<file path="src/verilog/decode_config.svh">
`ifndef DECODE_CONFIG_SVH
`define DECODE_CONFIG_SVH

// datapath and register file
`define ID_XLEN      32
`define ID_REG_W     5

// bl writes its return address here
`define ID_LINK_REG  5'd1

// exception codes
`define ID_ECODE_W   7
`define ID_ECODE_INE 7'h0D
`define ID_ECODE_BRK 7'h0C
`define ID_ECODE_SYS 7'h0B

`endif

</file>
<file path="src/verilog/decode_pkg.sv">
`default_nettype none
`include "decode_config.svh"

package decode_pkg;

    //////////////////////////////////////////////////
    // instruction word formats
    //////////////////////////////////////////////////

    typedef struct packed {
        logic [16:0]          opcode;
        logic [`ID_REG_W-1:0] rk;
        logic [`ID_REG_W-1:0] rj;
        logic [`ID_REG_W-1:0] rd;
    } fmt_3r_t;

    typedef struct packed {
        logic [9:0]           opcode;
        logic [11:0]          imm12;
        logic [`ID_REG_W-1:0] rj;
        logic [`ID_REG_W-1:0] rd;
    } fmt_2ri12_t;

    typedef struct packed {
        logic [5:0]           opcode;
        logic [15:0]          offs16;
        logic [`ID_REG_W-1:0] rj;
        logic [`ID_REG_W-1:0] rd;
    } fmt_2ri16_t;

    typedef struct packed {
        logic [6:0]           opcode;
        logic [19:0]          si20;
        logic [`ID_REG_W-1:0] rd;
    } fmt_1ri20_t;

    // b and bl split the 26-bit offset, high part in the low bits
    typedef struct packed {
        logic [5:0]  opcode;
        logic [15:0] offs16;
        logic [9:0]  offs_hi10;
    } fmt_i26_t;

    typedef union packed {
        fmt_3r_t    r3;
        fmt_2ri12_t ri12;
        fmt_2ri16_t ri16;
        fmt_1ri20_t ri20;
        fmt_i26_t   i26;
    } inst_word_u;

    //////////////////////////////////////////////////
    // control encodings
    //////////////////////////////////////////////////

    typedef enum logic [5:0] {
        OP_ADD, OP_SUB, OP_ADDI, OP_LU12I, OP_PCADDU12I,
        OP_SLT, OP_SLTU, OP_SLTI, OP_SLTUI,
        OP_AND, OP_OR, OP_NOR, OP_XOR, OP_ANDI, OP_ORI, OP_XORI,
        OP_SLL, OP_SRL, OP_SRA, OP_SLLI, OP_SRLI, OP_SRAI,
        OP_ST_W, OP_ST_H, OP_ST_B,
        OP_LD_W, OP_LD_H, OP_LD_B, OP_LD_HU, OP_LD_BU,
        OP_BEQ, OP_BNE, OP_BLT, OP_BGE, OP_BLTU, OP_BGEU,
        OP_B, OP_BL, OP_JIRL,
        OP_MUL, OP_MULH, OP_MULHU, OP_DIV, OP_MOD, OP_DIVU, OP_MODU,
        OP_BREAK, OP_SYSCALL,
        OP_ILLEGAL
    } inst_op_e;

    // one-hot, selects the back-end pipe
    typedef enum logic [3:0] {
        CLS_OTHER = 4'h1,
        CLS_LDST  = 4'h2,
        CLS_MUL   = 4'h4,
        CLS_DIV   = 4'h8
    } inst_class_e;

    typedef enum logic [3:0] {
        BR_NONE = 4'b0000,
        BR_JIRL = 4'b0011,
        BR_B    = 4'b0100,
        BR_BL   = 4'b0101,
        BR_BEQ  = 4'b0110,
        BR_BNE  = 4'b0111,
        BR_BLT  = 4'b1000,
        BR_BGE  = 4'b1001,
        BR_BLTU = 4'b1010,
        BR_BGEU = 4'b1011
    } br_type_e;

    typedef enum logic [3:0] {
        LDST_LD_W   = 4'b0000,
        LDST_ST_W   = 4'b0001,
        LDST_LD_B   = 4'b0010,
        LDST_LD_H   = 4'b0011,
        LDST_LD_BU  = 4'b0100,
        LDST_LD_HU  = 4'b0101,
        LDST_ST_B   = 4'b0110,
        LDST_ST_H   = 4'b0111,
        LDST_OTHERS = 4'b1000
    } ldst_type_e;

    typedef enum logic [11:0] {
        ALU_ADD  = 12'h001,
        ALU_SUB  = 12'h002,
        ALU_SLT  = 12'h004,
        ALU_SLTU = 12'h008,
        ALU_AND  = 12'h010,
        ALU_OR   = 12'h020,
        ALU_NOR  = 12'h040,
        ALU_XOR  = 12'h080,
        ALU_SLL  = 12'h100,
        ALU_SRL  = 12'h200,
        ALU_SRA  = 12'h400,
        ALU_NONE = 12'h800
    } alu_op_e;

    // write-back source mux, one-hot
    typedef enum logic [5:0] {
        WB_ALU    = 6'h01,
        WB_LOAD   = 6'h02,
        WB_MUL_LO = 6'h04,
        WB_MUL_HI = 6'h08,
        WB_QUO    = 6'h10,
        WB_REM    = 6'h20
    } wb_sel_e;

    typedef enum logic [3:0] {
        SRC1_PC   = 4'h1,
        SRC1_RF   = 4'h2,
        SRC1_ZERO = 4'h4
    } src1_sel_e;

    typedef enum logic [3:0] {
        SRC2_IMM  = 4'h1,
        SRC2_RF   = 4'h2,
        SRC2_FOUR = 4'h4
    } src2_sel_e;

    //////////////////////////////////////////////////
    // stage packets
    //////////////////////////////////////////////////

    typedef struct packed {
        logic                   we;
        logic [`ID_ECODE_W-1:0] code;
    } exc_t;

    typedef struct packed {
        inst_word_u          word;
        logic [`ID_XLEN-1:0] pc;
        exc_t                exc;
    } fetch_pkt_t;

    typedef struct packed {
        logic                valid;
        inst_word_u          word;
        logic [`ID_XLEN-1:0] pc;
        inst_op_e            op;
        exc_t                exc;
    } class_pkt_t;

    typedef struct packed {
        logic                 lawful;
        logic                 valid;
        logic [`ID_XLEN-1:0]  pc;
        inst_class_e          inst_class;
        br_type_e             br_type;
        logic [`ID_XLEN-1:0]  imm;
        logic [`ID_REG_W-1:0] rd;
        logic                 rf_we;
        logic [`ID_REG_W-1:0] raddr1;
        logic [`ID_REG_W-1:0] raddr2;
        src1_sel_e            src1_sel;
        src2_sel_e            src2_sel;
        alu_op_e              alu_op;
        logic                 mem_we;
        ldst_type_e           ldst_type;
        wb_sel_e              wb_sel;
        logic                 sign_bit;
        exc_t                 exc;
    } decode_pkt_t;

endpackage

`default_nettype wire

</file>
<file path="src/verilog/ctrl_gen.sv">
`timescale 1ns/1ps
`default_nettype none
`include "decode_config.svh"

module ctrl_gen (
    input  wire logic                   i_clk,
    input  wire logic                   i_reset,
    input  wire decode_pkg::class_pkt_t i_class,
    output decode_pkg::decode_pkt_t     o_decode
);

    import decode_pkg::*;

    inst_op_e             op;
    logic [`ID_XLEN-1:0]  imm;
    exc_t                 exc;
    inst_class_e          cls;
    br_type_e             br;
    ldst_type_e           ldst;
    wb_sel_e              wb;
    alu_op_e              alu;
    src1_sel_e            src1;
    src2_sel_e            src2;
    logic                 is_store;
    logic                 is_cbr;
    logic                 is_link;
    logic [`ID_REG_W-1:0] rd;
    logic                 rf_we;
    decode_pkt_t          dec;

    assign op = i_class.op;

    imm_extract imm_extract_i (
        .i_word (i_class.word),
        .i_op   (op),
        .o_imm  (imm)
    );

    exc_select exc_select_i (
        .i_exc_in (i_class.exc),
        .i_op     (op),
        .o_exc    (exc)
    );

    //////////////////////////////////////////////////
    // per-field decode
    //////////////////////////////////////////////////

    assign is_store = op inside {OP_ST_W, OP_ST_H, OP_ST_B};
    assign is_cbr   = op inside {OP_BEQ, OP_BNE, OP_BLT, OP_BGE, OP_BLTU, OP_BGEU};
    assign is_link  = op inside {OP_BL, OP_JIRL};

    always_comb begin
        case (op)
            OP_LD_W, OP_LD_H, OP_LD_B, OP_LD_HU, OP_LD_BU,
            OP_ST_W, OP_ST_H, OP_ST_B:       cls = CLS_LDST;
            OP_MUL, OP_MULH, OP_MULHU:       cls = CLS_MUL;
            OP_DIV, OP_MOD, OP_DIVU, OP_MODU: cls = CLS_DIV;
            default:                         cls = CLS_OTHER;
        endcase

        case (op)
            OP_JIRL: br = BR_JIRL;
            OP_B:    br = BR_B;
            OP_BL:   br = BR_BL;
            OP_BEQ:  br = BR_BEQ;
            OP_BNE:  br = BR_BNE;
            OP_BLT:  br = BR_BLT;
            OP_BGE:  br = BR_BGE;
            OP_BLTU: br = BR_BLTU;
            OP_BGEU: br = BR_BGEU;
            default: br = BR_NONE;
        endcase

        case (op)
            OP_LD_W:  ldst = LDST_LD_W;
            OP_ST_W:  ldst = LDST_ST_W;
            OP_LD_B:  ldst = LDST_LD_B;
            OP_LD_H:  ldst = LDST_LD_H;
            OP_LD_BU: ldst = LDST_LD_BU;
            OP_LD_HU: ldst = LDST_LD_HU;
            OP_ST_B:  ldst = LDST_ST_B;
            OP_ST_H:  ldst = LDST_ST_H;
            default:  ldst = LDST_OTHERS;
        endcase

        case (op)
            OP_LD_W, OP_LD_H, OP_LD_B, OP_LD_HU, OP_LD_BU: wb = WB_LOAD;
            OP_MUL:                                       wb = WB_MUL_LO;
            OP_MULH, OP_MULHU:                            wb = WB_MUL_HI;
            OP_DIV, OP_DIVU:                              wb = WB_QUO;
            OP_MOD, OP_MODU:                              wb = WB_REM;
            default:                                      wb = WB_ALU;
        endcase
    end

    // alu operation and operand sources
    always_comb begin
        case (op)
            OP_ADD, OP_ADDI, OP_LU12I, OP_PCADDU12I, OP_BL, OP_JIRL,
            OP_LD_W, OP_LD_H, OP_LD_B, OP_LD_HU, OP_LD_BU,
            OP_ST_W, OP_ST_H, OP_ST_B:           alu = ALU_ADD;
            OP_SUB, OP_BEQ, OP_BNE:              alu = ALU_SUB;
            OP_SLT, OP_SLTI, OP_BLT, OP_BGE:     alu = ALU_SLT;
            OP_SLTU, OP_SLTUI, OP_BLTU, OP_BGEU: alu = ALU_SLTU;
            OP_AND, OP_ANDI:                     alu = ALU_AND;
            OP_OR, OP_ORI:                       alu = ALU_OR;
            OP_NOR:                              alu = ALU_NOR;
            OP_XOR, OP_XORI:                     alu = ALU_XOR;
            OP_SLL, OP_SLLI:                     alu = ALU_SLL;
            OP_SRL, OP_SRLI:                     alu = ALU_SRL;
            OP_SRA, OP_SRAI:                     alu = ALU_SRA;
            default:                             alu = ALU_NONE;
        endcase

        case (op)
            OP_BL, OP_PCADDU12I: src1 = SRC1_PC;
            OP_LU12I:            src1 = SRC1_ZERO;
            default:             src1 = SRC1_RF;
        endcase

        // link instructions add four to the pc
        case (op)
            OP_ADDI, OP_SLTI, OP_SLTUI, OP_ANDI, OP_ORI, OP_XORI,
            OP_SLLI, OP_SRLI, OP_SRAI, OP_LU12I, OP_PCADDU12I,
            OP_LD_W, OP_LD_H, OP_LD_B, OP_LD_HU, OP_LD_BU,
            OP_ST_W, OP_ST_H, OP_ST_B:                 src2 = SRC2_IMM;
            OP_ADD, OP_SUB, OP_SLT, OP_SLTU, OP_AND, OP_OR, OP_NOR, OP_XOR,
            OP_SLL, OP_SRL, OP_SRA,
            OP_BEQ, OP_BNE, OP_BLT, OP_BGE, OP_BLTU, OP_BGEU,
            OP_MUL, OP_MULH, OP_MULHU,
            OP_DIV, OP_MOD, OP_DIVU, OP_MODU:          src2 = SRC2_RF;
            default:                                   src2 = SRC2_FOUR;
        endcase
    end

    //////////////////////////////////////////////////
    // register file ports
    //////////////////////////////////////////////////

    assign rd = (op == OP_BL) ? `ID_LINK_REG : i_class.word.r3.rd;

    // no write for r0, stores and plain branches
    assign rf_we = i_class.valid && (rd != '0) && !is_store && !((br != BR_NONE) && !is_link);

    always_comb begin
        dec.lawful     = (op != OP_ILLEGAL);
        dec.valid      = i_class.valid && (op != OP_ILLEGAL);
        dec.pc         = i_class.pc;
        dec.inst_class = cls;
        dec.br_type    = i_class.valid ? br : BR_NONE;
        dec.imm        = imm;
        dec.rd         = rd;
        dec.rf_we      = rf_we;
        dec.raddr1     = i_class.word.r3.rj;
        // stores and compares read rd as the second operand
        dec.raddr2     = (is_store || is_cbr) ? i_class.word.r3.rd : i_class.word.r3.rk;
        dec.src1_sel   = src1;
        dec.src2_sel   = src2;
        dec.alu_op     = alu;
        dec.mem_we     = is_store && i_class.valid;
        dec.ldst_type  = ldst;
        dec.wb_sel     = wb;
        dec.sign_bit   = !(op inside {OP_MULHU, OP_DIVU, OP_MODU});
        dec.exc        = exc;
    end

    always_ff @(posedge i_clk) begin
        o_decode <= dec;
        if (i_reset) begin
            o_decode.valid   <= 1'b0;
            o_decode.rf_we   <= 1'b0;
            o_decode.mem_we  <= 1'b0;
            o_decode.br_type <= BR_NONE;
            o_decode.exc.we  <= 1'b0;
        end
    end

endmodule

`default_nettype wire

</file>
<file path="src/verilog/exc_select.sv">
`timescale 1ns/1ps
`default_nettype none
`include "decode_config.svh"

module exc_select (
    input  wire decode_pkg::exc_t     i_exc_in,
    input  wire decode_pkg::inst_op_e i_op,
    output decode_pkg::exc_t          o_exc
);

    import decode_pkg::*;

    always_comb begin
        // an earlier stage already flagged this word
        if (i_exc_in.we) begin
            o_exc = i_exc_in;
        end
        else if (i_op == OP_ILLEGAL) begin
            o_exc.we   = 1'b1;
            o_exc.code = `ID_ECODE_INE;
        end
        else if (i_op == OP_BREAK) begin
            o_exc.we   = 1'b1;
            o_exc.code = `ID_ECODE_BRK;
        end
        else if (i_op == OP_SYSCALL) begin
            o_exc.we   = 1'b1;
            o_exc.code = `ID_ECODE_SYS;
        end
        else begin
            o_exc.we   = 1'b0;
            o_exc.code = '0;
        end
    end

endmodule

`default_nettype wire

</file>
<file path="src/verilog/id_top.sv">
`timescale 1ns/1ps
`default_nettype none

module id_top (
    input  wire logic                   i_clk,
    input  wire logic                   i_reset,
    input  wire logic                   i_valid,
    input  wire decode_pkg::fetch_pkt_t i_fetch,
    output decode_pkg::decode_pkt_t     o_decode
);

    import decode_pkg::*;

    // stage one to stage two
    class_pkt_t class_pkt;

    inst_classify inst_classify_i (
        .i_clk   (i_clk),
        .i_reset (i_reset),
        .i_valid (i_valid),
        .i_fetch (i_fetch),
        .o_class (class_pkt)
    );

    ctrl_gen ctrl_gen_i (
        .i_clk    (i_clk),
        .i_reset  (i_reset),
        .i_class  (class_pkt),
        .o_decode (o_decode)
    );

endmodule

`default_nettype wire

</file>
<file path="src/verilog/imm_extract.sv">
`timescale 1ns/1ps
`default_nettype none
`include "decode_config.svh"

module imm_extract (
    input  wire decode_pkg::inst_word_u i_word,
    input  wire decode_pkg::inst_op_e   i_op,
    output logic [`ID_XLEN-1:0]         o_imm
);

    import decode_pkg::*;

    always_comb begin
        case (i_op)
            // pc-relative word offsets
            OP_BEQ, OP_BNE, OP_BLT, OP_BGE, OP_BLTU, OP_BGEU, OP_JIRL: begin
                o_imm = {{14{i_word.ri16.offs16[15]}}, i_word.ri16.offs16, 2'b00};
            end
            OP_B, OP_BL: begin
                o_imm = {{4{i_word.i26.offs_hi10[9]}}, i_word.i26.offs_hi10,
                         i_word.i26.offs16, 2'b00};
            end
            OP_LD_W, OP_LD_H, OP_LD_B, OP_LD_HU, OP_LD_BU,
            OP_ST_W, OP_ST_H, OP_ST_B,
            OP_ADDI, OP_SLTI, OP_SLTUI: begin
                o_imm = {{20{i_word.ri12.imm12[11]}}, i_word.ri12.imm12};
            end
            // logical immediates are unsigned
            OP_ANDI, OP_ORI, OP_XORI: begin
                o_imm = {20'd0, i_word.ri12.imm12};
            end
            OP_LU12I, OP_PCADDU12I: begin
                o_imm = {i_word.ri20.si20, 12'd0};
            end
            OP_SLLI, OP_SRLI, OP_SRAI: begin
                o_imm = {27'd0, i_word.r3.rk};
            end
            default: begin
                o_imm = '0;
            end
        endcase
    end

endmodule

`default_nettype wire

</file>
<file path="src/verilog/inst_classify.sv">
`timescale 1ns/1ps
`default_nettype none

module inst_classify (
    input  wire logic                   i_clk,
    input  wire logic                   i_reset,
    input  wire logic                   i_valid,
    input  wire decode_pkg::fetch_pkt_t i_fetch,
    output decode_pkg::class_pkt_t      o_class
);

    import decode_pkg::*;

    inst_op_e op;

    //////////////////////////////////////////////////
    // opcode match
    //////////////////////////////////////////////////

    // opcode spaces of the four formats do not overlap
    always_comb begin
        op = OP_ILLEGAL;

        case (i_fetch.word.r3.opcode)
            17'h00020: op = OP_ADD;
            17'h00022: op = OP_SUB;
            17'h00024: op = OP_SLT;
            17'h00025: op = OP_SLTU;
            17'h00028: op = OP_NOR;
            17'h00029: op = OP_AND;
            17'h0002a: op = OP_OR;
            17'h0002b: op = OP_XOR;
            17'h0002e: op = OP_SLL;
            17'h0002f: op = OP_SRL;
            17'h00030: op = OP_SRA;
            17'h00038: op = OP_MUL;
            17'h00039: op = OP_MULH;
            17'h0003a: op = OP_MULHU;
            17'h00040: op = OP_DIV;
            17'h00041: op = OP_MOD;
            17'h00042: op = OP_DIVU;
            17'h00043: op = OP_MODU;
            17'h00054: op = OP_BREAK;
            17'h00056: op = OP_SYSCALL;
            // immediate shifts keep ui5 in the rk slot
            17'h00081: op = OP_SLLI;
            17'h00089: op = OP_SRLI;
            17'h00091: op = OP_SRAI;
            default: ;
        endcase

        case (i_fetch.word.ri12.opcode)
            10'h008: op = OP_SLTI;
            10'h009: op = OP_SLTUI;
            10'h00a: op = OP_ADDI;
            10'h00d: op = OP_ANDI;
            10'h00e: op = OP_ORI;
            10'h00f: op = OP_XORI;
            10'h0a0: op = OP_LD_B;
            10'h0a1: op = OP_LD_H;
            10'h0a2: op = OP_LD_W;
            10'h0a4: op = OP_ST_B;
            10'h0a5: op = OP_ST_H;
            10'h0a6: op = OP_ST_W;
            10'h0a8: op = OP_LD_BU;
            10'h0a9: op = OP_LD_HU;
            default: ;
        endcase

        case (i_fetch.word.ri20.opcode)
            7'h0a:   op = OP_LU12I;
            7'h0e:   op = OP_PCADDU12I;
            default: ;
        endcase

        // b and bl share the 6-bit opcode position
        case (i_fetch.word.ri16.opcode)
            6'h13:   op = OP_JIRL;
            6'h14:   op = OP_B;
            6'h15:   op = OP_BL;
            6'h16:   op = OP_BEQ;
            6'h17:   op = OP_BNE;
            6'h18:   op = OP_BLT;
            6'h19:   op = OP_BGE;
            6'h1a:   op = OP_BLTU;
            6'h1b:   op = OP_BGEU;
            default: ;
        endcase
    end

    //////////////////////////////////////////////////
    // stage register
    //////////////////////////////////////////////////

    always_ff @(posedge i_clk) begin
        o_class.valid <= i_valid;
        o_class.word  <= i_fetch.word;
        o_class.pc    <= i_fetch.pc;
        o_class.op    <= op;
        o_class.exc   <= i_fetch.exc;
        if (i_reset) begin
            o_class.valid  <= 1'b0;
            o_class.exc.we <= 1'b0;
        end
    end

endmodule

`default_nettype wire
</file>
<file path="config.mk">
export PLATFORM = sky130hd
export DESIGN_NAME = id_top
export DESIGN_NICKNAME = d
export VERILOG_FILES = /design/src/verilog/decode_pkg.sv /design/src/verilog/ctrl_gen.sv /design/src/verilog/exc_select.sv /design/src/verilog/id_top.sv /design/src/verilog/imm_extract.sv /design/src/verilog/inst_classify.sv
export VERILOG_INCLUDE_DIRS = /design/src /design/src/verilog
export SDC_FILE = /design/constraint.sdc
export NUM_CORES = 1
export LEC_CHECK = 0
export BUFFER_PORTS_ARGS = -buffer_cell sky130_fd_sc_hd__buf_2
export CORE_UTILIZATION = 30
export CTS_BUF_LIST = sky130_fd_sc_hd__clkbuf_4
export DETAILED_ROUTE_END_ITERATION = 12
export REMOVE_ABC_BUFFERS = 1
export SYNTH_ARGS = -nofsm -noshare
export SYNTH_HDL_FRONTEND = slang
export SYNTH_SLANG_ARGS = --single-unit
</file>
<file path="constraint.sdc">
create_clock -name i_clk -period 7.1 [get_ports i_clk]
set_input_delay 1.065 -clock i_clk [delete_from_list [all_inputs] [get_ports i_clk]]
set_output_delay 1.065 -clock i_clk [all_outputs]
set_load 0.05 [all_outputs]
</file>
==> metrics.md <==
| Metric | Value |
|---|---|
| Vias in the first global route | `5,325` |
| Final period utilization | `0.430` |
| Synth cell types | `73` |
| Crit path required time | `7.64 ns` |
| P per Cell Area | `293 nW/µm²` |
| Critical Path Start | `inst_classify_i.o_class[9]$_DFF_P_` |
| Synth-to-Final Area Change | `28.3%` |
| Post-DR vias/cell | `4.78` |
| Fill cells | `2,120` |
| Total CTS buffers | `50` |
| Cells on worst reg2reg path | `7` |
| Slew headroom | `0.254` |
| Worst-Margin Slew | `1.12 ns` |
| Syn Area/Cell | `10.7 µm²` |
| Rows | `53` |
| Reg clk slew, reported paths | `0.07 ns` |
| Post-route ant nets | `0` |
| Data arrival, critical path | `3.60 ns` |
| Syn Inst Count | `607` |
| WL final | `18,500 µm` |
| Largest net degree at the start of global routing | `32` |
| DRT iter0 DRCs | `229` |
| WL/cell | `16.3 µm` |
| PortBufs | `202` |
| Post-CTS Hold Fix Bufs | `0` |
| CP Capture Type | `register` |
| Status | `complete, no violations` |
| Worst r2r src | `inst_classify_i.o_class[9]$_DFF_P_` |
| Post-layout util | `0.396` |
| Pre-CTS worst setup slack | `3.95 ns` |
| Reg2Reg Setup Slack | `4.04 ns` |
| Residual DRC | `0` |
| Clock Tree Buf Depth | `3` |
| Most frequent cells in the layout | `202 x buf_2, 201 x dfxtp_1, 70 x clkbuf_4, 52 x nor2_1, 34 x a21oi_1` |
| Die height | `149 µm` |
| Maximum vdd drop | `88.6 µV` |
| Gr ovfl total | `0` |
| Worst skew pair latency | `0.65 ns` |
| CTS HTree Levels | `2` |
| F_max | `327 MHz` |
| Leakage | `3.74 nW` |
| Worst Hold Class | `register to register` |
| Count of flip-flops with a built-in enable after synthesis | `0` |
| CTS tree | `done` |
| IO Pins | `205` |
| Synth warnings | `0` |
| Synth area leader | `dfxtp_1` |
| Setup TNS | `0 ns` |
| First-pass GRT wire length | `28,200 µm` |
| Post-CTS Setup Bufs | `0` |
| Critical path startpoint category | `register` |
| Share of cells above drive strength 1 | `0.348` |
| Global-route usage over all layers | `0.164` |
| Yosys top cell area share | `0.617` |
| Max-slew violations | `0` |
| CTS sink count | `201` |
| Drt pass-1 iters | `4` |
| Routed vias | `5,434` |
| Async SR Flop Fraction | `0` |
| Initial antenna violation count | `1` |
| Sequential fraction of the synthesis area | `0.617` |
| Setup Crit Path Kind | `register to register` |
| Final hold vios | `0` |
| Endpoints failing setup | `0` |
| Most common cell after layout, fill and taps aside | `buf_2` |
| Worst Slack Setup Final | `4.04 ns` |
| Die ar. | `22,300 µm²` |
| Core region area | `21,200 µm²` |
| Worst hold margin | `0.318 ns` |
| CP Capture Point | `ctrl_gen_i.o_decode[87]$_DFF_P_` |
| Yosys reg bits | `201` |
| Initial Util | `0.308` |
| Ys flop type | `dfxtp_1` |
| GPL Wtd Cong | `0.860` |
| RSZ-0062 raised after global routing | `no` |
| Layout net count | `914` |
| Post-DP HPWL | `13,300 µm` |
| Cell area after synthesis | `6520 µm²` |
| Clock Root Buffer | `clkbuf_4` |
| Synth area leaders | `dfxtp_1 62%, a221o_1 3.1%, nor2_1 3.0%, a21oi_1 2.7%, nand2_1 1.9%` |
| Number of max-cap violations | `0` |
| Crit Reg-Reg Endpoint | `ctrl_gen_i.o_decode[87]$_DFF_P_` |
| Post-route minimum period | `3.06 ns` |
| Post-CTS resize count | `0` |
| Chip Width | `149 µm` |
| Worst-case clock skew | `0.0486 ns` |
| Crit Path Max Fanout | `14` |
## layout make-up
type | instances | area, µm² | area share
flip-flops and latches | 201 | 4020 | 0.481
multi-input cells | 351 | 2270 | 0.271
repair buffers | 206 | 1040 | 0.124
clock buffers | 70 | 526 | 0.0628
well taps | 275 | 344 | 0.0411
clock inverters | 13 | 86.3 | 0.0103
inverters | 20 | 75.1 | 0.00897
diodes | 1 | 2.50 | 0.000299
## critical path, cell delays in order (launching register included)
cell and delay, ns:
dfxtp_1 0.47, ha_1 0.48, or2_0 0.37, o21ai_0 0.14, a311oi_1 0.36, and2_1 0.41
a21o_1 0.51, a221o_1 0.20
## layer usage
| metal | GRT usage | wire length (µm) | share of wire | vias to the layer above |
|---|---|---|---|---|
| met3 | 0.0485 | 1730 | 0.093 | 28 |
| met5 | 0 | 0 | 0 | - |
| met4 | 0.0658 | 351 | 0.019 | 0 |
| met2 | 0.267 | 8510 | 0.46 | 234 |
| li1 | - | - | - | 2639 |
| met1 | 0.201 | 7890 | 0.43 | 2533 |
## kinds of logic (layout without fill, tap and decap cells)
family	after synthesis	count (layout)	synth area share
other	1	3	0.000575
flip-flops	201	201	0.617
adder cells (fa/ha/maj)	10	10	0.0188
multiplexers	8	8	0.0134
AO/OA/AOI/OAI	132	132	0.148
AND/OR/NAND/NOR	197	197	0.163
buffers and inverters	56	309	0.0366
XOR/XNOR	2	2	0.00269
## worst min-delay path by stage
| stage | from | to | slack [ns] | cells past startpoint |
|---|---|---|---|---|
| floorplan | inst_classify_i.o_class[18]$_DFF_P_ | ctrl_gen_i.o_decode[100]$_DFF_P_ | 0.31 | 0 |
| global placement | inst_classify_i.o_class[29]$_DFF_P_ | ctrl_gen_i.o_decode[111]$_DFF_P_ | 0.31 | 0 |
| detailed placement | inst_classify_i.o_class[42]$_DFF_P_ | ctrl_gen_i.o_decode[124]$_DFF_P_ | 0.31 | 0 |
| CTS | inst_classify_i.o_class[18]$_DFF_P_ | ctrl_gen_i.o_decode[100]$_DFF_P_ | 0.32 | 0 |
| global route | inst_classify_i.o_class[26]$_DFF_P_ | ctrl_gen_i.o_decode[108]$_DFF_P_ | 0.32 | 0 |
| finish | inst_classify_i.o_class[19]$_DFF_P_ | ctrl_gen_i.o_decode[101]$_DFF_P_ | 0.32 | 0 |
## Yosys cell counts (6+ instances only)
cell type,number
a22o_1,10
a221o_1,20
nand2b_1,10
dfxtp_1,201
a211oi_1,8
clkbuf_1,25
a21oi_1,35
inv_1,19
ha_1,9
nor4_1,9
nor2b_1,11
nand4_1,6
mux2_2,6
nor2_1,52
nand3_1,11
nand2_1,33
o21ai_0,17
nor3_1,20
and2_1,12
## per-stage QoR
stage / power, mW / instances / instance area (µm²)
4_1_cts: 2.49 / 1136 / 8370
3_3_place_gp: 1.54 / 1053 / 7760
3_5_place_dp: 1.54 / 1053 / 7760
6_report: 2.45 / 1137 / 8370
5_1_grt: 2.57 / 1137 / 8370
2_1_floorplan: 1.44 / 572 / 6360
## flip-flops by register name, indices dropped and copies added, names as in the netlist
| name | count |
|---|---|
| ctrl_gen_i.o_decode | 128 |
| inst_classify_i.o_class | 73 |
## where the power goes
group	switching, mW	internal [mW]
clock network	0.445	0.490
registers	0.0271	1.19
logic	0.224	0.0771
total	0.696	1.75
Note: power is estimated with default switching activity, not from simulation.
